===== config.mk =====
export PLATFORM = sky130hd
export DESIGN_NAME = gpiopwm_top
export DESIGN_NICKNAME = d
export VERILOG_FILES = /design/src/rtl/gpiopwm_pkg.sv /design/src/rtl/gpiopwm_top.sv /design/src/rtl/pwm_compare.sv /design/src/rtl/phase_accum.sv /design/src/rtl/duty_select.sv /design/src/rtl/key_debounce.sv
export VERILOG_INCLUDE_DIRS = /design/src /design/src/include
export SDC_FILE = /design/constraint.sdc
export NUM_CORES = 1
export LEC_CHECK = 0
export BUFFER_PORTS_ARGS = -buffer_cell sky130_fd_sc_hd__clkbuf_2
export CAP_MARGIN = 20
export CORE_MARGIN = 4
export CORE_UTILIZATION = 40
export DETAILED_ROUTE_END_ITERATION = 7
export REMOVE_ABC_BUFFERS = 1
export SKIP_CTS_REPAIR_TIMING = 1
export SLEW_MARGIN = 10
export SYNTH_ARGS = -nofsm -noshare
export SYNTH_HDL_FRONTEND = slang
export SYNTH_SLANG_ARGS = --single-unit

===== constraint.sdc =====
create_clock -name CLOCK -period 2.1 [get_ports CLOCK]
set_input_delay 0.315 -clock CLOCK [delete_from_list [all_inputs] [get_ports CLOCK]]
set_output_delay 0.315 -clock CLOCK [all_outputs]
set_load 0.02 [all_outputs]

===== src/include/gpiopwm_macros.svh =====
// Build constants for the PWM core. Thresholds assume a 32-bit phase word and high-when-above compare
`ifndef GPIOPWM_MACROS_SVH
`define GPIOPWM_MACROS_SVH

// --------------------
// Widths
// --------------------

// Phase accumulator width
`define GPIOPWM_PHASE_W 32

// Number of option keys (right, left, middle)
`define GPIOPWM_KEY_W 3

// --------------------
// Frequency
// --------------------

// fo = fc * step / 2^32
// At 50 MHz one Hz costs about 85.9 steps, so 85899 gives 1 kHz
`define GPIOPWM_STEP_DEFAULT 32'd85899

// --------------------
// Duty thresholds
// --------------------

// Output is high while phase >= threshold, so the name gives the low share
`define GPIOPWM_THR_10 32'd429496729
`define GPIOPWM_THR_50 32'd2147483647
`define GPIOPWM_THR_80 32'd3435973835

// Debounce hold time in clocks (5 ms at 50 MHz)
`define GPIOPWM_DEBOUNCE_DEFAULT 250000

`endif

===== src/rtl/gpiopwm_pkg.sv =====
// Shared types for the PWM core. The phase width comes from the macros header, which must be on the include path
`include "gpiopwm_macros.svh"

package gpiopwm_pkg;

	// --------------------
	// Phase word
	// --------------------

	// Unsigned accumulator value, wraps modulo 2^32
	typedef logic [`GPIOPWM_PHASE_W-1:0] phase_t;

	// --------------------
	// Duty selection
	// --------------------

	// Named after the low share of the period
	// DUTY_50 is the reset choice
	typedef enum logic [1:0]
	{
		DUTY_10 = 2'd0,
		DUTY_50 = 2'd1,
		DUTY_80 = 2'd2
	} duty_sel_e;

endpackage


===== src/rtl/gpiopwm_top.sv =====
// Keys are not gated by en_sig. Key to duty change takes about DEBOUNCE_CYCLES plus four clocks
`timescale 1ns/1ps
`include "gpiopwm_macros.svh"

module gpiopwm_top
#(
	parameter gpiopwm_pkg::phase_t STEP            = `GPIOPWM_STEP_DEFAULT,
	parameter int                  DEBOUNCE_CYCLES = `GPIOPWM_DEBOUNCE_DEFAULT
)
(
	input  logic                      CLOCK,
	input  logic                      RST_n,
	// Bit 2 right, bit 1 left, bit 0 middle
	input  logic [`GPIOPWM_KEY_W-1:0] option_key,
	input  logic                      en_sig,
	output logic                      gpio_pwm
);

	import gpiopwm_pkg::*;

	logic [`GPIOPWM_KEY_W-1:0] key_press;
	duty_sel_e                 duty_sel;
	phase_t                    phase;

	// --------------------
	// Key path
	// --------------------

	// Debounced press pulses
	key_debounce
	#(
		.DEBOUNCE_CYCLES (DEBOUNCE_CYCLES)
	)
	u_key_debounce
	(
		.CLOCK      (CLOCK),
		.RST_n      (RST_n),
		.option_key (option_key),
		.key_press  (key_press)
	);

	// Current duty choice
	duty_select u_duty_select
	(
		.CLOCK     (CLOCK),
		.RST_n     (RST_n),
		.key_press (key_press),
		.duty_sel  (duty_sel)
	);

	// --------------------
	// PWM path
	// --------------------

	// DDS phase
	phase_accum
	#(
		.STEP (STEP)
	)
	u_phase_accum
	(
		.CLOCK  (CLOCK),
		.RST_n  (RST_n),
		.en_sig (en_sig),
		.phase  (phase)
	);

	// Threshold compare and output flops
	pwm_compare u_pwm_compare
	(
		.CLOCK    (CLOCK),
		.RST_n    (RST_n),
		.en_sig   (en_sig),
		.duty_sel (duty_sel),
		.phase    (phase),
		.gpio_pwm (gpio_pwm)
	);

endmodule


===== src/rtl/pwm_compare.sv =====
// Output is high while phase >= threshold, so duty names give the low share. Output lags phase by two enabled clocks
`timescale 1ns/1ps
`include "gpiopwm_macros.svh"

module pwm_compare
(
	input  logic                   CLOCK,
	input  logic                   RST_n,
	input  logic                   en_sig,
	input  gpiopwm_pkg::duty_sel_e duty_sel,
	input  gpiopwm_pkg::phase_t    phase,
	output logic                   gpio_pwm
);

	import gpiopwm_pkg::*;

	phase_t thr;
	logic   cmp_q;
	logic   out_q;

	// --------------------
	// Threshold decode
	// --------------------

	always_comb
	begin
		case (duty_sel)
			DUTY_10:
				thr = `GPIOPWM_THR_10;
			DUTY_80:
				thr = `GPIOPWM_THR_80;
			// Unused code falls back to half
			default:
				thr = `GPIOPWM_THR_50;
		endcase
	end

	// --------------------
	// Compare and output registers
	// --------------------

	// First stage holds the raw compare result
	// Second stage gives a clean output flop
	// Both freeze with en_sig low, so the pin holds its level
	always_ff @(posedge CLOCK or negedge RST_n)
	begin
		if (!RST_n)
		begin
			cmp_q <= 1'b0;
			out_q <= 1'b0;
		end
		else if (en_sig)
		begin
			cmp_q <= (phase >= thr);
			out_q <= cmp_q;
		end
	end

	assign gpio_pwm = out_q;

endmodule


===== src/rtl/phase_accum.sv =====
// Step is fixed per build. The phase wraps freely and only advances while en_sig is high
`timescale 1ns/1ps
`include "gpiopwm_macros.svh"

module phase_accum
#(
	// fo = fc * STEP / 2^32
	parameter gpiopwm_pkg::phase_t STEP = `GPIOPWM_STEP_DEFAULT
)
(
	input  logic                CLOCK,
	input  logic                RST_n,
	input  logic                en_sig,
	output gpiopwm_pkg::phase_t phase
);

	// --------------------
	// Accumulator
	// --------------------

	// Overflow is the period boundary
	// Carry out is dropped on purpose, the wrap is the DDS action
	always_ff @(posedge CLOCK or negedge RST_n)
	begin
		if (!RST_n)
			phase <= '0;
		// Freeze while disabled
		else if (en_sig)
			phase <= phase + STEP;
	end

endmodule


===== src/rtl/duty_select.sv =====
// Inputs are one-cycle press pulses. Right beats left and left beats middle when pulses coincide
`timescale 1ns/1ps
`include "gpiopwm_macros.svh"

module duty_select
(
	input  logic                      CLOCK,
	input  logic                      RST_n,
	input  logic [`GPIOPWM_KEY_W-1:0] key_press,
	output gpiopwm_pkg::duty_sel_e    duty_sel
);

	import gpiopwm_pkg::*;

	// Key bit positions
	localparam int KEY_RIGHT = 2;
	localparam int KEY_LEFT  = 1;
	localparam int KEY_MID   = 0;

	// --------------------
	// Selection register
	// --------------------

	// Holds its value between presses
	// Reset choice is the even split
	always_ff @(posedge CLOCK or negedge RST_n)
	begin
		if (!RST_n)
			duty_sel <= DUTY_50;
		// Right key, mostly high output
		else if (key_press[KEY_RIGHT])
			duty_sel <= DUTY_10;
		// Left key, mostly low output
		else if (key_press[KEY_LEFT])
			duty_sel <= DUTY_80;
		// Middle key back to half
		else if (key_press[KEY_MID])
			duty_sel <= DUTY_50;
	end

endmodule


===== src/rtl/key_debounce.sv =====
// Keys are asynchronous levels, high when pressed. A level must stay steady for DEBOUNCE_CYCLES clocks to count
`timescale 1ns/1ps
`include "gpiopwm_macros.svh"

module key_debounce
#(
	parameter int DEBOUNCE_CYCLES = `GPIOPWM_DEBOUNCE_DEFAULT
)
(
	input  logic                      CLOCK,
	input  logic                      RST_n,
	input  logic [`GPIOPWM_KEY_W-1:0] option_key,
	output logic [`GPIOPWM_KEY_W-1:0] key_press
);

	// Counter wide enough to reach the hold limit
	localparam int CNT_W = $clog2(DEBOUNCE_CYCLES + 1);
	localparam logic [CNT_W-1:0] CNT_LAST = CNT_W'(DEBOUNCE_CYCLES - 1);

	logic [`GPIOPWM_KEY_W-1:0] key_meta;
	logic [`GPIOPWM_KEY_W-1:0] key_sync;
	logic [`GPIOPWM_KEY_W-1:0] key_stable;
	logic [`GPIOPWM_KEY_W-1:0] key_flip;
	logic [CNT_W-1:0]          hold_cnt [`GPIOPWM_KEY_W];

	// --------------------
	// Synchronizer
	// --------------------

	// Two flops per key against metastability
	always_ff @(posedge CLOCK or negedge RST_n)
	begin
		if (!RST_n)
		begin
			key_meta <= '0;
			key_sync <= '0;
		end
		else
		begin
			key_meta <= option_key;
			key_sync <= key_meta;
		end
	end

	// --------------------
	// Hold counters
	// --------------------

	// Stable level flips once the new level has been seen for the full hold time
	always_comb
	begin
		for (int i = 0; i < `GPIOPWM_KEY_W; i++)
			key_flip[i] = (key_sync[i] != key_stable[i]) && (hold_cnt[i] == CNT_LAST);
	end

	// Counter restarts while input matches the stable level, so a glitch never accumulates
	always_ff @(posedge CLOCK or negedge RST_n)
	begin
		if (!RST_n)
		begin
			for (int i = 0; i < `GPIOPWM_KEY_W; i++)
				hold_cnt[i] <= '0;
		end
		else
		begin
			for (int i = 0; i < `GPIOPWM_KEY_W; i++)
			begin
				if (key_sync[i] == key_stable[i] || key_flip[i])
					hold_cnt[i] <= '0;
				else
					hold_cnt[i] <= hold_cnt[i] + 1'b1;
			end
		end
	end

	// --------------------
	// Stable level and press pulse
	// --------------------

	// Pulse only on the released to pressed flip, one cycle wide
	always_ff @(posedge CLOCK or negedge RST_n)
	begin
		if (!RST_n)
		begin
			key_stable <= '0;
			key_press  <= '0;
		end
		else
		begin
			key_stable <= key_stable ^ key_flip;
			key_press  <= key_flip & key_sync;
		end
	end

endmodule


======== Word level (Yosys, flattened, before mapping) ========
Index checks and enable logic that the tools add are counted.
cells by class
  add/sub/neg operators ................... 4
  $lt $le $gt $ge ......................... 1
  equality and inequality tests ........... 10
  muxes and demuxes ....................... 7
  bitwise operators ....................... 2
  reduce and logical (&&, ||, !) cells .... 8
operator list
  cell                                             number
  one-hot mux 32 bit (2 select lines)              1
  adder 18 x 1 -> 18 bit (second input constant)   3
  equality test 18 bit (second input constant)     3
  two-way mux 18 bit                               3
  adder 32 x 17 -> 32 bit (second input constant)  1
  >= comparator 32 bit                             1
  two-way mux 2 bit                                3
  AND 3 bit                                        1
  equality test 1 bit                              3
  logical AND 1 bit                                3
  logical OR 1 bit                                 3
  inequality test 1 bit                            3
  nonzero test 3 bit                               1
  XOR 3 bit                                        1
  equality test 2 bit (second input constant)      1
  zero test 2 bit                                  1
storage, ports and cells
  register bits after elaboration ......... 102
  bits of input ports ..................... 6
  output and inout port bits .............. 1

======== Longest topological paths before layout ========
Gate-level depths: netlist of run 1.
  depth in word-level cells ............... 4
  depth in mapped cells ................... 9

======== By module ========
A second synthesis of run 1 with hierarchy kept.
unflattened totals
  cell total of the unflattened synthesis .. 518
  area, all modules ....................... 5375.2 um2
by module, submodules not included
  module        instances  cells each  area each (um2)  sequential area each (um2)
  key_debounce  1          297         3099.2           1651.6
  phase_accum   1          142         1577.8           800.8
  pwm_compare   1          72          619.3            50.0
  duty_select   1          7           78.8             51.3

======== Worst setup path after synthesis of run 1 ========
OpenSTA, ideal clock, no wires.
  path kind ............................... register -> register
  start point ............................. register u_duty_select.duty_sel[1]
  end point ............................... register u_pwm_compare.cmp_q
  library setup time ...................... 0.135 ns
  data arrival time ....................... 1.747 ns
  required time ........................... 1.965 ns
  setup slack ............................. 0.218 ns
  stages on the path, launching flop included .. 8
  path buffers ............................ 0
  period minus slack after synthesis ...... 1.882 ns
  cell sequence ........................... dfrtp_1 nor2_1 ha_1 and3_1 nand3_1 nor4b_1 o32a_1 o211ai_2
on the way
  longest elaborated chain between the ends .. 3
RTL lines
  item                                                           line               text
  start: declaration                                             duty_select.sv:10  output gpiopwm_pkg::duty_sel_e duty_sel
  start signal: assignment                                       duty_select.sv:29  duty_sel <= DUTY_50;
  start signal: assignment                                       duty_select.sv:32  duty_sel <= DUTY_10;
  start signal: assignment                                       duty_select.sv:35  duty_sel <= DUTY_80;
  equality test 2 bit / zero test 2 bit (equally long branches)  pwm_compare.sv:27  case (duty_sel)
  one-hot mux 32 bit (2 select lines) (*)                        pwm_compare.sv:27
  >= comparator 32 bit (*)                                       pwm_compare.sv:54  cmp_q <= (phase >= thr);
  end signal: assignment                                         pwm_compare.sv:54
  end: declaration                                               pwm_compare.sv:18  logic cmp_q;
Mark *: on every way between the ends. The rest lies on a longest branch, timed or not.
A chain may end at the register's enable or synchronous reset.

======== Final worst setup path of run 1 ========
  start point ............................. register u_duty_select.duty_sel[0]
  end point ............................... register u_pwm_compare.cmp_q
Same word-level chain as after synthesis.

==> impl_metrics.xml, run 1 <==
<?xml version="1.0" encoding="UTF-8"?>
<metrics>
  <group name="run_status">
    <metric name="status" unit="">complete, no violations</metric>
  </group>
  <group name="global_routing">
    <metric name="grt_remaining_overflow" unit="">0</metric>
    <metric name="grtUsageTotal" unit="%">14.83</metric>
    <metric name="maximum_number_of_pins_on_one_net_before_global_route_repair" unit="">39</metric>
    <metric name="number_of_global_route_vias_before_repair" unit="">3799</metric>
    <metric name="wire_length_of_the_first_global_routing_pass" unit="um">17910</metric>
    <metric name="antenna_found_initial" unit="">0</metric>
  </group>
  <group name="placed_design">
    <metric name="finalWeightedCongestion" unit="">0.8245</metric>
    <metric name="post_dp_cell_area" unit="mm^2">0.005567</metric>
    <metric name="dp_slack" unit="ps">-125.5</metric>
    <metric name="port_buffers" unit="">6</metric>
    <metric name="detailed_place_hpwl" unit="um">7029</metric>
  </group>
  <group name="cts">
    <metric name="clock_latency" unit="ps">350</metric>
    <metric name="cts_sinks" unit="">102</metric>
    <metric name="worst_setup_hold_path_clk_slew" unit="ps">70</metric>
    <metric name="root_buffer" unit="">sky130_fd_sc_hd__clkbuf_16</metric>
    <metric name="clock_tree.htree_level_count" unit="">3</metric>
    <metric name="cts_tree" unit="">built</metric>
    <metric name="tritoncts.num_buffers" unit="">9</metric>
    <metric name="ctsLongestPathBuffers" unit="">2</metric>
  </group>
  <group name="synthesis">
    <metric name="post_synth_edffs" unit="">0</metric>
    <metric name="most_numerous_cell_in_the_yosys_netlist" unit="">sky130_fd_sc_hd__dfrtp_1</metric>
    <metric name="post_synth_instance_area" unit="mm^2">0.005288</metric>
    <metric name="synthesized_area_fraction_occupied_by_ao_oa_aoi_and_oai_cells" unit="%">7.572</metric>
    <metric name="synth.lib_cells_used.distinct" unit="">62</metric>
    <metric name="synth_area_in_adders" unit="%">5.206</metric>
    <metric name="synth-seq-area-share" unit="%">48.30</metric>
    <metric name="synth_flop_cell" unit="">sky130_fd_sc_hd__dfrtp_1</metric>
    <metric name="synth.ff_latch_count" unit="">102</metric>
    <metric name="synth_xor_xnor_area_share" unit="%">13.58</metric>
    <metric name="synth.area.top_cells" unit="">sky130_fd_sc_hd__dfrtp_1 48%, sky130_fd_sc_hd__xnor2_1 8.3%, sky130_fd_sc_hd__nor2_1 5.5%</metric>
    <metric name="synth_mux_area_share" unit="%">1.041</metric>
    <metric name="avgSynthCellArea" unit="um^2">10.45</metric>
    <metric name="synth-async-reset-ratio" unit="%">100.0</metric>
    <metric name="main_combinational_cell_family_by_area_after_synthesis" unit="">simple AND/OR/NAND/NOR gates</metric>
    <metric name="post_synth_most_frequent_cells" unit="">101 x sky130_fd_sc_hd__dfrtp_1, 77 x sky130_fd_sc_hd__nor2_1, 50 x sky130_fd_sc_hd__xnor2_1</metric>
    <metric name="synth_simple_gate_area_share" unit="%">22.34</metric>
    <metric name="synth.top_cell.area_share" unit="%">47.80</metric>
    <metric name="yosysWarningCount" unit="">0</metric>
    <metric name="yosysTopAreaCell" unit="">sky130_fd_sc_hd__dfrtp_1</metric>
    <metric name="syn-instance-count" unit="">506</metric>
  </group>
  <group name="detailed_routing">
    <metric name="detailroute.via_count" unit="">3713</metric>
    <metric name="wl_per_cell" unit="um">14.19</metric>
    <metric name="drtPass1Iterations" unit="">4</metric>
    <metric name="vias_per_cell" unit="">5.259</metric>
    <metric name="drt-initial-drc-count" unit="">189</metric>
    <metric name="postRouteAntennaNets" unit="">0</metric>
    <metric name="detail_route.drc_violations" unit="">0</metric>
    <metric name="wirelength" unit="um">10020</metric>
  </group>
  <group name="power_and_ir_drop">
    <metric name="power" unit="mW">5.608</metric>
    <metric name="p_leak" unit="nW">2.463</metric>
    <metric name="power_density" unit="mW/mm^2">940.8</metric>
    <metric name="ir_drop" unit="mV">0.6070</metric>
  </group>
  <group name="setup_path">
    <metric name="category_of_cells_accounting_for_the_largest_share_of_critical_path_delay" unit="">compound AO/OA/AOI/OAI gates</metric>
    <metric name="arrival" unit="ps">2370</metric>
    <metric name="crit_buf_inv" unit="">2</metric>
    <metric name="critical_path.cell_chain" unit="">clkinvlp_4, buf_4, ha_1, nand3_1, a2111oi_1, o31ai_1, o211ai_2</metric>
    <metric name="critical-path-max-stage-delay" unit="ps">570</metric>
    <metric name="worstPathMaxFanout" unit="">6</metric>
    <metric name="criticalPathCategory" unit="">reg -&gt; reg</metric>
    <metric name="worstPathRequired" unit="ps">2380</metric>
    <metric name="worst_path_max_delay_cell" unit="">sky130_fd_sc_hd__dfstp_2</metric>
    <metric name="critical_path_endpoint_category" unit="">register</metric>
    <metric name="worstSetupStartpointType" unit="">register</metric>
  </group>
  <group name="die">
    <metric name="die_y" unit="um">123.0</metric>
    <metric name="die_area" unit="mm^2">0.01512</metric>
    <metric name="floorplan.rows" unit="">41</metric>
    <metric name="floorplan.initialDensity" unit="%">41.39</metric>
    <metric name="coreArea" unit="mm^2">0.01277</metric>
    <metric name="die-width" unit="um">123.0</metric>
    <metric name="pin_count" unit="">7</metric>
  </group>
  <group name="min_path">
    <metric name="hp-class" unit="">in -&gt; reg</metric>
  </group>
  <group name="timing">
    <metric name="tcrit_tclk_final" unit="%">99.46</metric>
    <metric name="fin_worst_skew" unit="ps">6.947</metric>
    <metric name="final_hold_viol_count" unit="">0</metric>
    <metric name="final_min_period" unit="ps">2089</metric>
    <metric name="report.final.slew_viol_count" unit="">0</metric>
    <metric name="worst-slew-pin-transition" unit="ps">526.5</metric>
    <metric name="hold_slack_final" unit="ps">62.50</metric>
    <metric name="final-setup-viol-count" unit="">0</metric>
    <metric name="setup_ws" unit="ps">11.40</metric>
    <metric name="timing.fmax" unit="MHz">478.8</metric>
    <metric name="finalSetupTns" unit="ps">0</metric>
    <metric name="relative_max_transition_margin" unit="%">64.90</metric>
  </group>
  <group name="layout">
    <metric name="stdcell_area" unit="mm^2">0.005961</metric>
    <metric name="final_nets" unit="">557</metric>
    <metric name="final_layout_size_suffix_gt1_share" unit="%">13.67</metric>
    <metric name="layout.filler_cells" unit="">1221</metric>
    <metric name="antenna_cells" unit="">0</metric>
    <metric name="layout-area-overhead-vs-synth" unit="%">12.73</metric>
  </group>
  <group name="flow_run">
    <metric name="cap_violations" unit="">0</metric>
  </group>
</metrics>
-- metrics by stage --
| step | instances | utilization, % |
|---|---|---|
| global placement | 684 | 43.58 |
| floorplan | 495 | - |
| detailed placement | 684 | 43.58 |
| CTS | 700 | 46.04 |
| global route | 706 | 46.66 |
| finish | 706 | 46.66 |
-- cell usage in the layout (no fill, tap or decap), types with 3 or more instances in the layout --
cell,n
sky130_fd_sc_hd__nand2b_1,7
sky130_fd_sc_hd__nand2_1,31
sky130_fd_sc_hd__buf_4,15
sky130_fd_sc_hd__and4_1,3
sky130_fd_sc_hd__clkbuf_2,5
sky130_fd_sc_hd__nor4_2,4
sky130_fd_sc_hd__inv_1,8
sky130_fd_sc_hd__nand3_1,34
sky130_fd_sc_hd__nor2_1,76
sky130_fd_sc_hd__clkbuf_16,9
sky130_fd_sc_hd__xor2_1,32
sky130_fd_sc_hd__nand4_1,19
sky130_fd_sc_hd__a21oi_1,11
sky130_fd_sc_hd__a21o_1,3
sky130_fd_sc_hd__nor3b_1,5
sky130_fd_sc_hd__xnor2_1,50
sky130_fd_sc_hd__and3_4,3
sky130_fd_sc_hd__o21ai_1,6
sky130_fd_sc_hd__inv_6,3
sky130_fd_sc_hd__ha_1,22
sky130_fd_sc_hd__nor4_1,8
sky130_fd_sc_hd__mux2_2,4
sky130_fd_sc_hd__dfrtp_1,101
sky130_fd_sc_hd__nor3_1,12
sky130_fd_sc_hd__and3_1,5
-- worst reg2reg max path, stage by stage (launching register included) --
cell	delay, ps
sky130_fd_sc_hd__dfstp_2	570
sky130_fd_sc_hd__clkinvlp_4	170
sky130_fd_sc_hd__buf_4	190
sky130_fd_sc_hd__ha_1	290
sky130_fd_sc_hd__nand3_1	80
sky130_fd_sc_hd__a2111oi_1	470
sky130_fd_sc_hd__o31ai_1	160
sky130_fd_sc_hd__o211ai_2	90
-- kinds of logic (layout without fill, tap and decap cells) --
kind of cell | count (synthesis) | in the layout
and+or+nand+nor | 226 | 226
AOI/OAI and AO/OA | 48 | 48
DFF | 102 | 102
xor gates and xnor gates | 82 | 82
adders and majority gates | 22 | 22
buffers and inverters | 21 | 49
muxes | 5 | 5
-- report_power, final --
group	total, mW	internal, mW	switching [mW]
clock	1.75	0.954	0.796
combinational	1.22	0.573	0.644
sequential	2.64	2.22	0.421
-- per-layer routing --
| metal | track usage, % | wire, um | share of wire [%] |
|---|---|---|---|
| met5 | 0 | 0 | 0 |
| met4 | 5.536 | 221 | 2.2 |
| met3 | 3.339 | 308 | 3.1 |
| met2 | 24.36 | 4862 | 49 |
| met1 | 19.25 | 4624 | 46 |
-- final timing paths --
check,start,to,slack [ps],depth (start not counted)
worst max register to register,u_duty_select.duty_sel[0],u_pwm_compare.cmp_q,10,7
worst max-delay path,u_duty_select.duty_sel[0],u_pwm_compare.cmp_q,10,7
worst min register to register,u_key_debounce.key_meta[1],u_key_debounce.key_sync[1],350,0
worst min-delay path,option_key[0],u_key_debounce.key_meta[0],60,1
min in group asynchronous,RST_n,u_phase_accum.phase[8],490,2
max in group asynchronous,RST_n,u_key_debounce.hold_cnt[34],1010,3
-- registers in the layout, summed over array words and instances, names as in the netlist, named ones only --
signal and cells:
u_pwm_compare.cmp_q 1, u_pwm_compare.gpio_pwm 1, u_key_debounce.key_sync 3, u_key_debounce.key_press 3, u_phase_accum.phase 32, u_duty_select.duty_sel 2, u_key_debounce.key_meta 3, u_key_debounce.hold_cnt 54
-- layout make-up --
type | count | area (um^2) | share of cell area, %
tap | 172 | 215.2 | 3.610
multi-input combinational | 383 | 2655 | 44.54
clock inverter | 7 | 88.84 | 1.490
timing repair buffer | 23 | 178.9 | 3.002
sequential | 102 | 2554 | 42.84
inverter | 10 | 43.79 | 0.7347
clock buffer | 9 | 225.2 | 3.778
No activity file was read; power rests on OpenSTA's default activity.
==> inputs of run 2 (changes only) <==
==> constraint.sdc (replaced) <==
create_clock -name CLOCK -period 1.71 [get_ports CLOCK]
set_input_delay 0.2565 -clock CLOCK [delete_from_list [all_inputs] [get_ports CLOCK]]
set_output_delay 0.2565 -clock CLOCK [all_outputs]
set_load 0.02 [all_outputs]
==> run 2 against run 1 <==
Net effect:
- fmax is 5.0% higher
- critical path depth rose by 1
- combinational power up 97%
- sequential cell count stayed put
- cell count up 6.4%
- wire length is 4.3% higher
- core utilization rose by 5.0 points
- sequential share of layout area fell by 4.1 points
- critical path type unchanged
- critical endpoint unchanged
- the run now ends with negative setup slack left
- largest power group unchanged
==> impl_metrics.xml, run 2 (synthesized netlist as in run 1, its figures left out) <==
<?xml version="1.0" encoding="UTF-8"?>
<metrics>
  <group name="setup_path">
    <metric name="worst-r2r-setup-slack" unit="ps">-280</metric>
    <metric name="timing.rr.start" unit="">u_duty_select.duty_sel[0]</metric>
    <metric name="worstReg2RegEnd" unit="">u_pwm_compare.cmp_q</metric>
    <metric name="worstPathRequired" unit="ps">1930</metric>
    <metric name="worstSetupPathDepth" unit="">8</metric>
    <metric name="worstSetupStartpointType" unit="">register</metric>
    <metric name="critical_path.cell_chain" unit="">clkinvlp_4, buf_4, buf_6, ha_1, nand3_1, a2111oi_2, o31ai_1, o211ai_2</metric>
    <metric name="critical-path-max-stage-delay" unit="ps">560</metric>
    <metric name="worstPathMaxFanout" unit="">3</metric>
    <metric name="arrival" unit="ps">2210</metric>
    <metric name="crit_buf_inv" unit="">3</metric>
    <metric name="worst_path_max_delay_cell" unit="">sky130_fd_sc_hd__dfstp_2</metric>
    <metric name="category_of_cells_accounting_for_the_largest_share_of_critical_path_delay" unit="">flip-flops</metric>
    <metric name="criticalPathCategory" unit="">reg -&gt; reg</metric>
    <metric name="critical_path_endpoint_category" unit="">register</metric>
    <metric name="register_to_register_path_depth" unit="">8</metric>
  </group>
  <group name="timing">
    <metric name="final_min_period" unit="ps">1988</metric>
    <metric name="worst-slew-pin-transition" unit="ps">420.8</metric>
    <metric name="setup_ws" unit="ps">-278.2</metric>
    <metric name="tcrit_tclk_final" unit="%">116.3</metric>
    <metric name="fin_worst_skew" unit="ps">9.719</metric>
    <metric name="report.final.slew_viol_count" unit="">0</metric>
    <metric name="final-setup-viol-count" unit="">2</metric>
    <metric name="final_hold_viol_count" unit="">0</metric>
    <metric name="relative_max_transition_margin" unit="%">71.85</metric>
    <metric name="timing.fmax" unit="MHz">503.0</metric>
    <metric name="grt_setup_unrepaired" unit="">yes</metric>
    <metric name="finalSetupTns" unit="ps">-283.1</metric>
  </group>
  <group name="detailed_routing">
    <metric name="vias_per_cell" unit="">5.055</metric>
    <metric name="detailroute.via_count" unit="">3796</metric>
    <metric name="drtPass1Iterations" unit="">4</metric>
    <metric name="wirelength" unit="um">10450</metric>
    <metric name="postRouteAntennaNets" unit="">0</metric>
    <metric name="wl_per_cell" unit="um">13.91</metric>
    <metric name="drt-initial-drc-count" unit="">201</metric>
    <metric name="detail_route.drc_violations" unit="">0</metric>
  </group>
  <group name="global_routing">
    <metric name="grtUsageTotal" unit="%">14.94</metric>
    <metric name="maximum_number_of_pins_on_one_net_before_global_route_repair" unit="">44</metric>
    <metric name="number_of_global_route_vias_before_repair" unit="">3832</metric>
    <metric name="antenna_found_initial" unit="">0</metric>
    <metric name="wire_length_of_the_first_global_routing_pass" unit="um">17970</metric>
    <metric name="grt_remaining_overflow" unit="">0</metric>
  </group>
  <group name="flow_run">
    <metric name="cap_violations" unit="">0</metric>
  </group>
  <group name="layout">
    <metric name="antenna_cells" unit="">0</metric>
    <metric name="layout_commonest_cell" unit="">sky130_fd_sc_hd__dfrtp_1</metric>
    <metric name="finish.utilization" unit="%">51.66</metric>
    <metric name="layout-area-overhead-vs-synth" unit="%">24.80</metric>
    <metric name="final_layout_size_suffix_gt1_share" unit="%">24.70</metric>
    <metric name="most-common-layout-cells" unit="">101 x sky130_fd_sc_hd__dfrtp_1, 76 x sky130_fd_sc_hd__nor2_1, 51 x sky130_fd_sc_hd__buf_4</metric>
    <metric name="layout.cells.non_filler" unit="">751</metric>
    <metric name="largestRegisters" unit="">u_key_debounce.hold_cnt: 54 flops, u_phase_accum.phase: 32 flops</metric>
    <metric name="largest-register" unit="">u_key_debounce.hold_cnt</metric>
    <metric name="largest_reg_flops" unit="">54</metric>
    <metric name="final_nets" unit="">602</metric>
  </group>
  <group name="min_path">
    <metric name="min_path_cells" unit="">1</metric>
    <metric name="hold-path-endpoint" unit="">u_key_debounce.key_meta[2]</metric>
    <metric name="hp-class" unit="">in -&gt; reg</metric>
    <metric name="worst_hold_startpoint" unit="">option_key[2]</metric>
  </group>
  <group name="die">
    <metric name="pin_count" unit="">7</metric>
    <metric name="floorplan.initialDensity" unit="%">41.39</metric>
    <metric name="floorplan.rows" unit="">41</metric>
    <metric name="die_area" unit="mm^2">0.01512</metric>
    <metric name="die-width" unit="um">123.0</metric>
    <metric name="die_y" unit="um">123.0</metric>
    <metric name="coreArea" unit="mm^2">0.01277</metric>
  </group>
  <group name="placed_design">
    <metric name="finalWeightedCongestion" unit="">0.8176</metric>
    <metric name="detailed_place_hpwl" unit="um">7390</metric>
    <metric name="port_buffers" unit="">6</metric>
    <metric name="place_inst" unit="">723</metric>
  </group>
  <group name="power_and_ir_drop">
    <metric name="p_leak" unit="nW">2.746</metric>
    <metric name="ir_drop" unit="mV">0.5522</metric>
    <metric name="power_density" unit="mW/mm^2">1155</metric>
    <metric name="power" unit="mW">7.621</metric>
  </group>
  <group name="cts">
    <metric name="cts_sinks" unit="">102</metric>
    <metric name="tritoncts.num_buffers" unit="">9</metric>
    <metric name="cts_tree" unit="">built</metric>
    <metric name="root_buffer" unit="">sky130_fd_sc_hd__clkbuf_16</metric>
    <metric name="ctsLongestPathBuffers" unit="">2</metric>
    <metric name="clock_tree.htree_level_count" unit="">3</metric>
    <metric name="worst_setup_hold_path_clk_slew" unit="ps">70</metric>
    <metric name="clock_latency" unit="ps">350</metric>
  </group>
  <group name="run_status">
    <metric name="violations" unit="">negative setup slack</metric>
    <metric name="status" unit="">complete, but fails checks</metric>
  </group>
</metrics>
[run 2: worst register-to-register path: cells and delay by family, from the launching register on]
kind | cells | cell delay [ps]
simple gates | 1 | 110
compound gates | 3 | 460
buf+inv | 3 | 410
flops | 1 | 560
fa+ha+maj | 1 | 310
[run 2: final cells by class]
cell class / count / area [um^2]
multi-input combinational: 384 / 2914
tap: 172 / 215.2
clock inverter: 5 / 66.31
inverter: 10 / 43.79
timing repair buffer: 67 / 563.0
clock buffer: 11 / 242.7
sequential: 102 / 2554
fill: 1105 / 6175
[run 2: how the worst max path moves through the flow]
stage                              startpoint                   to  slack (ps)
floorplan           u_duty_select.duty_sel[1]  u_pwm_compare.cmp_q        -170
global placement    u_duty_select.duty_sel[1]  u_pwm_compare.cmp_q        -290
detailed placement  u_duty_select.duty_sel[1]  u_pwm_compare.cmp_q        -410
CTS                 u_duty_select.duty_sel[1]  u_pwm_compare.cmp_q        -420
global route        u_duty_select.duty_sel[0]  u_pwm_compare.cmp_q        -360
finish              u_duty_select.duty_sel[0]  u_pwm_compare.cmp_q        -280
[run 2: routing by layer]
| metal | global-route usage [%] | vias up | part of all wire, % |
|---|---|---|---|
| met5 | 0 | - | 0 |
| met4 | 4.014 | 0 | 1.1 |
| met3 | 4.209 | 8 | 2.9 |
| met2 | 23.81 | 35 | 48 |
| met1 | 20.13 | 1850 | 48 |
| li1 | - | 1903 | - |
[run 2: power breakdown]
| part | leakage [nW] | switching, mW | internal, mW | total [mW] |
|---|---|---|---|---|
| logic | 1.25 | 1.20 | 1.20 | 2.40 |
| registers | 1.35 | 0.374 | 2.73 | 3.10 |
| clock network | 0.148 | 0.928 | 1.19 | 2.12 |
| total | 2.75 | 2.50 | 5.12 | 7.62 |
[run 2: through the flow]
step	worst slack, ps	instance area (um^2)	hold WS (ps)
after floorplan	-171.5	5224	-39.09
after global placement	-294.9	5884	198.7
after detailed placement	-405.7	5884	201.4
after CTS	-423.9	6193	-178.0
after global routing	-361.7	6599	1.729
final	-278.2	6599	10.19
==> inputs of run 3 (changes only) <==
--- a/config.mk
+++ b/config.mk
@@ -12,7 +12,6 @@
 export CORE_UTILIZATION = 40
 export DETAILED_ROUTE_END_ITERATION = 7
 export REMOVE_ABC_BUFFERS = 1
-export SKIP_CTS_REPAIR_TIMING = 1
 export SLEW_MARGIN = 10
 export SYNTH_ARGS = -nofsm -noshare
 export SYNTH_HDL_FRONTEND = slang
==> run 3 against run 2 <==
Net effect:
- the run still ends with negative setup slack left
- worst hold slack improved by 340 ps
- via count decreased by 0.16%
- sequential share of layout area decreased by 0.28 points
- global-route usage about the same
- critical path type unchanged
- largest cell class unchanged
- largest power group unchanged
- highest routed layer unchanged
==> impl_metrics.xml, run 3 (synthesized netlist as in run 1, its figures left out) <==
<?xml version="1.0" encoding="UTF-8"?>
<metrics>
  <group name="global_routing">
    <metric name="grt_remaining_overflow" unit="">0</metric>
    <metric name="maximum_number_of_pins_on_one_net_before_global_route_repair" unit="">44</metric>
    <metric name="number_of_global_route_vias_before_repair" unit="">3843</metric>
    <metric name="grtUsageTotal" unit="%">14.96</metric>
    <metric name="antenna_found_initial" unit="">0</metric>
    <metric name="wire_length_of_the_first_global_routing_pass" unit="um">18000</metric>
  </group>
  <group name="die">
    <metric name="die_y" unit="um">123.0</metric>
    <metric name="coreArea" unit="mm^2">0.01277</metric>
    <metric name="pin_count" unit="">7</metric>
    <metric name="die-width" unit="um">123.0</metric>
    <metric name="floorplan.rows" unit="">41</metric>
    <metric name="floorplan.initialDensity" unit="%">41.39</metric>
    <metric name="die_area" unit="mm^2">0.01512</metric>
  </group>
  <group name="detailed_routing">
    <metric name="wl_per_cell" unit="um">14.01</metric>
    <metric name="detail_route.drc_violations" unit="">0</metric>
    <metric name="detail_route.wirelength.met1" unit="um">5001</metric>
    <metric name="postRouteAntennaNets" unit="">0</metric>
    <metric name="wirelength" unit="um">10560</metric>
    <metric name="drt-initial-drc-count" unit="">202</metric>
    <metric name="detailroute.via_count" unit="">3790</metric>
    <metric name="highest-signal-layer" unit="">met4</metric>
    <metric name="vias_per_cell" unit="">5.027</metric>
    <metric name="met2WireLength" unit="um">5119</metric>
    <metric name="routed-wl-met3" unit="um">313</metric>
    <metric name="drtPass1Iterations" unit="">4</metric>
  </group>
  <group name="flow_run">
    <metric name="cap_violations" unit="">0</metric>
  </group>
  <group name="timing">
    <metric name="worst-slew-pin-transition" unit="ps">429.4</metric>
    <metric name="fin_worst_skew" unit="ps">8.340</metric>
    <metric name="final_min_period" unit="ps">1983</metric>
    <metric name="setup_ws" unit="ps">-273.3</metric>
    <metric name="tcrit_tclk_final" unit="%">116.0</metric>
    <metric name="final-setup-viol-count" unit="">4</metric>
    <metric name="timing.fmax" unit="MHz">504.2</metric>
    <metric name="report.final.slew_viol_count" unit="">0</metric>
    <metric name="final_hold_viol_count" unit="">0</metric>
    <metric name="grt_setup_unrepaired" unit="">yes</metric>
    <metric name="hold_slack_final" unit="ps">348.2</metric>
    <metric name="relative_max_transition_margin" unit="%">71.37</metric>
  </group>
  <group name="power_and_ir_drop">
    <metric name="ir_drop" unit="mV">0.5551</metric>
    <metric name="power" unit="mW">7.681</metric>
    <metric name="p_leak" unit="nW">2.764</metric>
    <metric name="power_density" unit="mW/mm^2">1155</metric>
  </group>
  <group name="run_status">
    <metric name="violations" unit="">negative setup slack</metric>
    <metric name="status" unit="">complete, but fails checks</metric>
  </group>
  <group name="cts">
    <metric name="cts_tree" unit="">built</metric>
    <metric name="clock_tree.htree_level_count" unit="">3</metric>
    <metric name="worst_setup_hold_path_clk_slew" unit="ps">70</metric>
    <metric name="ctsLongestPathBuffers" unit="">2</metric>
    <metric name="clock_latency" unit="ps">350</metric>
    <metric name="cts_sinks" unit="">102</metric>
    <metric name="tritoncts.num_buffers" unit="">9</metric>
    <metric name="root_buffer" unit="">sky130_fd_sc_hd__clkbuf_16</metric>
  </group>
  <group name="placed_design">
    <metric name="dp_slack" unit="ps">-405.7</metric>
    <metric name="port_buffers" unit="">6</metric>
    <metric name="detailed_place_hpwl" unit="um">7390</metric>
    <metric name="finalWeightedCongestion" unit="">0.8176</metric>
    <metric name="place_inst" unit="">723</metric>
  </group>
  <group name="setup_path">
    <metric name="critical_path_endpoint_category" unit="">register</metric>
    <metric name="worstPathRequired" unit="ps">1930</metric>
    <metric name="critical_path.cell_chain" unit="">clkinvlp_4, buf_12, ha_4, a311oi_2, o32ai_2, a221oi_2, o211ai_2</metric>
    <metric name="criticalPathCategory" unit="">reg -&gt; reg</metric>
    <metric name="timing.rr.start" unit="">u_duty_select.duty_sel[0]</metric>
    <metric name="worst_path_max_delay_cell" unit="">sky130_fd_sc_hd__dfstp_2</metric>
    <metric name="worstPathMaxFanout" unit="">4</metric>
    <metric name="arrival" unit="ps">2210</metric>
    <metric name="crit_buf_inv" unit="">2</metric>
    <metric name="critical-path-max-stage-delay" unit="ps">560</metric>
    <metric name="category_of_cells_accounting_for_the_largest_share_of_critical_path_delay" unit="">compound AO/OA/AOI/OAI gates</metric>
    <metric name="cp-startpoint" unit="">u_duty_select.duty_sel[0]</metric>
    <metric name="worstSetupStartpointType" unit="">register</metric>
  </group>
  <group name="layout">
    <metric name="largest-register" unit="">u_key_debounce.hold_cnt</metric>
    <metric name="antenna_cells" unit="">0</metric>
    <metric name="largest_reg_flops" unit="">54</metric>
    <metric name="layout_commonest_cell" unit="">sky130_fd_sc_hd__dfrtp_1</metric>
    <metric name="most-common-layout-cells" unit="">101 x sky130_fd_sc_hd__dfrtp_1, 76 x sky130_fd_sc_hd__nor2_1, 52 x sky130_fd_sc_hd__buf_4</metric>
    <metric name="largestRegisters" unit="">u_key_debounce.hold_cnt: 54 flops, u_phase_accum.phase: 32 flops</metric>
    <metric name="layout-area-overhead-vs-synth" unit="%">25.72</metric>
    <metric name="final_nets" unit="">605</metric>
    <metric name="finish.utilization" unit="%">52.04</metric>
    <metric name="layout.cells.non_filler" unit="">754</metric>
    <metric name="final_layout_size_suffix_gt1_share" unit="%">25.43</metric>
  </group>
  <group name="min_path">
    <metric name="hp-class" unit="">reg -&gt; reg</metric>
    <metric name="worst_hold_startpoint" unit="">u_key_debounce.key_meta[2]</metric>
  </group>
</metrics>
## run 3: timing repair
| item | in CTS | in global routing |
|---|---|---|
| setup buffers | 1 | 10 |
| pin swaps | 3 | 22 |
| endpoints found under the setup margin | 10 | 51 |
| hold endpoints to repair | 26 | 0 |
| hold buffers | 4 | 0 |
| gates cloned | 0 | 1 |
| gates resized for setup | 7 | 46 |
## run 3: per-layer routing
layer / up-vias / global-route usage (%)
li1: 1915 / -
met1: 1834 / 20.22
met2: 32 / 23.81
met3: 9 / 4.209
met4: 0 / 4.014
met5: - / 0
## run 3: final timing paths
check                                               to  slack, ps  cells after the start
min reg2reg                 u_key_debounce.key_sync[2]        350                      0
max reg2reg                        u_pwm_compare.cmp_q       -270                      7
min in group asynchronous  u_key_debounce.hold_cnt[47]        360                      2
max in group asynchronous    u_duty_select.duty_sel[0]        740                      3
max                                u_pwm_compare.cmp_q       -270                      7
min                         u_key_debounce.key_sync[2]        350                      0
## run 3: layout make-up
cell class                 count  area (um^2)
clock buffer                  11        242.7
clock inverter                 5        66.31
fill                        1096         6126
inverter                      10        43.79
multi-input combinational    384         2934
sequential                   102         2554
tap                          172        215.2
timing repair buffer          70        591.8
## run 3: where the power goes
part,leakage [nW],switching [mW],total (mW),internal [mW]
clock,0.148,0.932,2.13,1.19
sequential,1.35,0.393,3.12,2.73
combinational,1.27,1.21,2.43,1.22
## run 3: per-stage QoR
step / TNS (ps) / area [um^2]
floorplan: -171.5 / 5224
global placement: -455.6 / 5884
detailed placement: -849.6 / 5884
CTS: -313.8 / 6267
global route: -805.3 / 6648
finish: -351.6 / 6648
## run 3: worst reg2reg max path, delay by kind of cell (launching register included)
family                   cells  cell delay [ps]
flip-flops                   1              560
AO/OA/AOI/OAI                4              830
adder cells (fa/ha/maj)      1              210
buffers and inverters        2              260
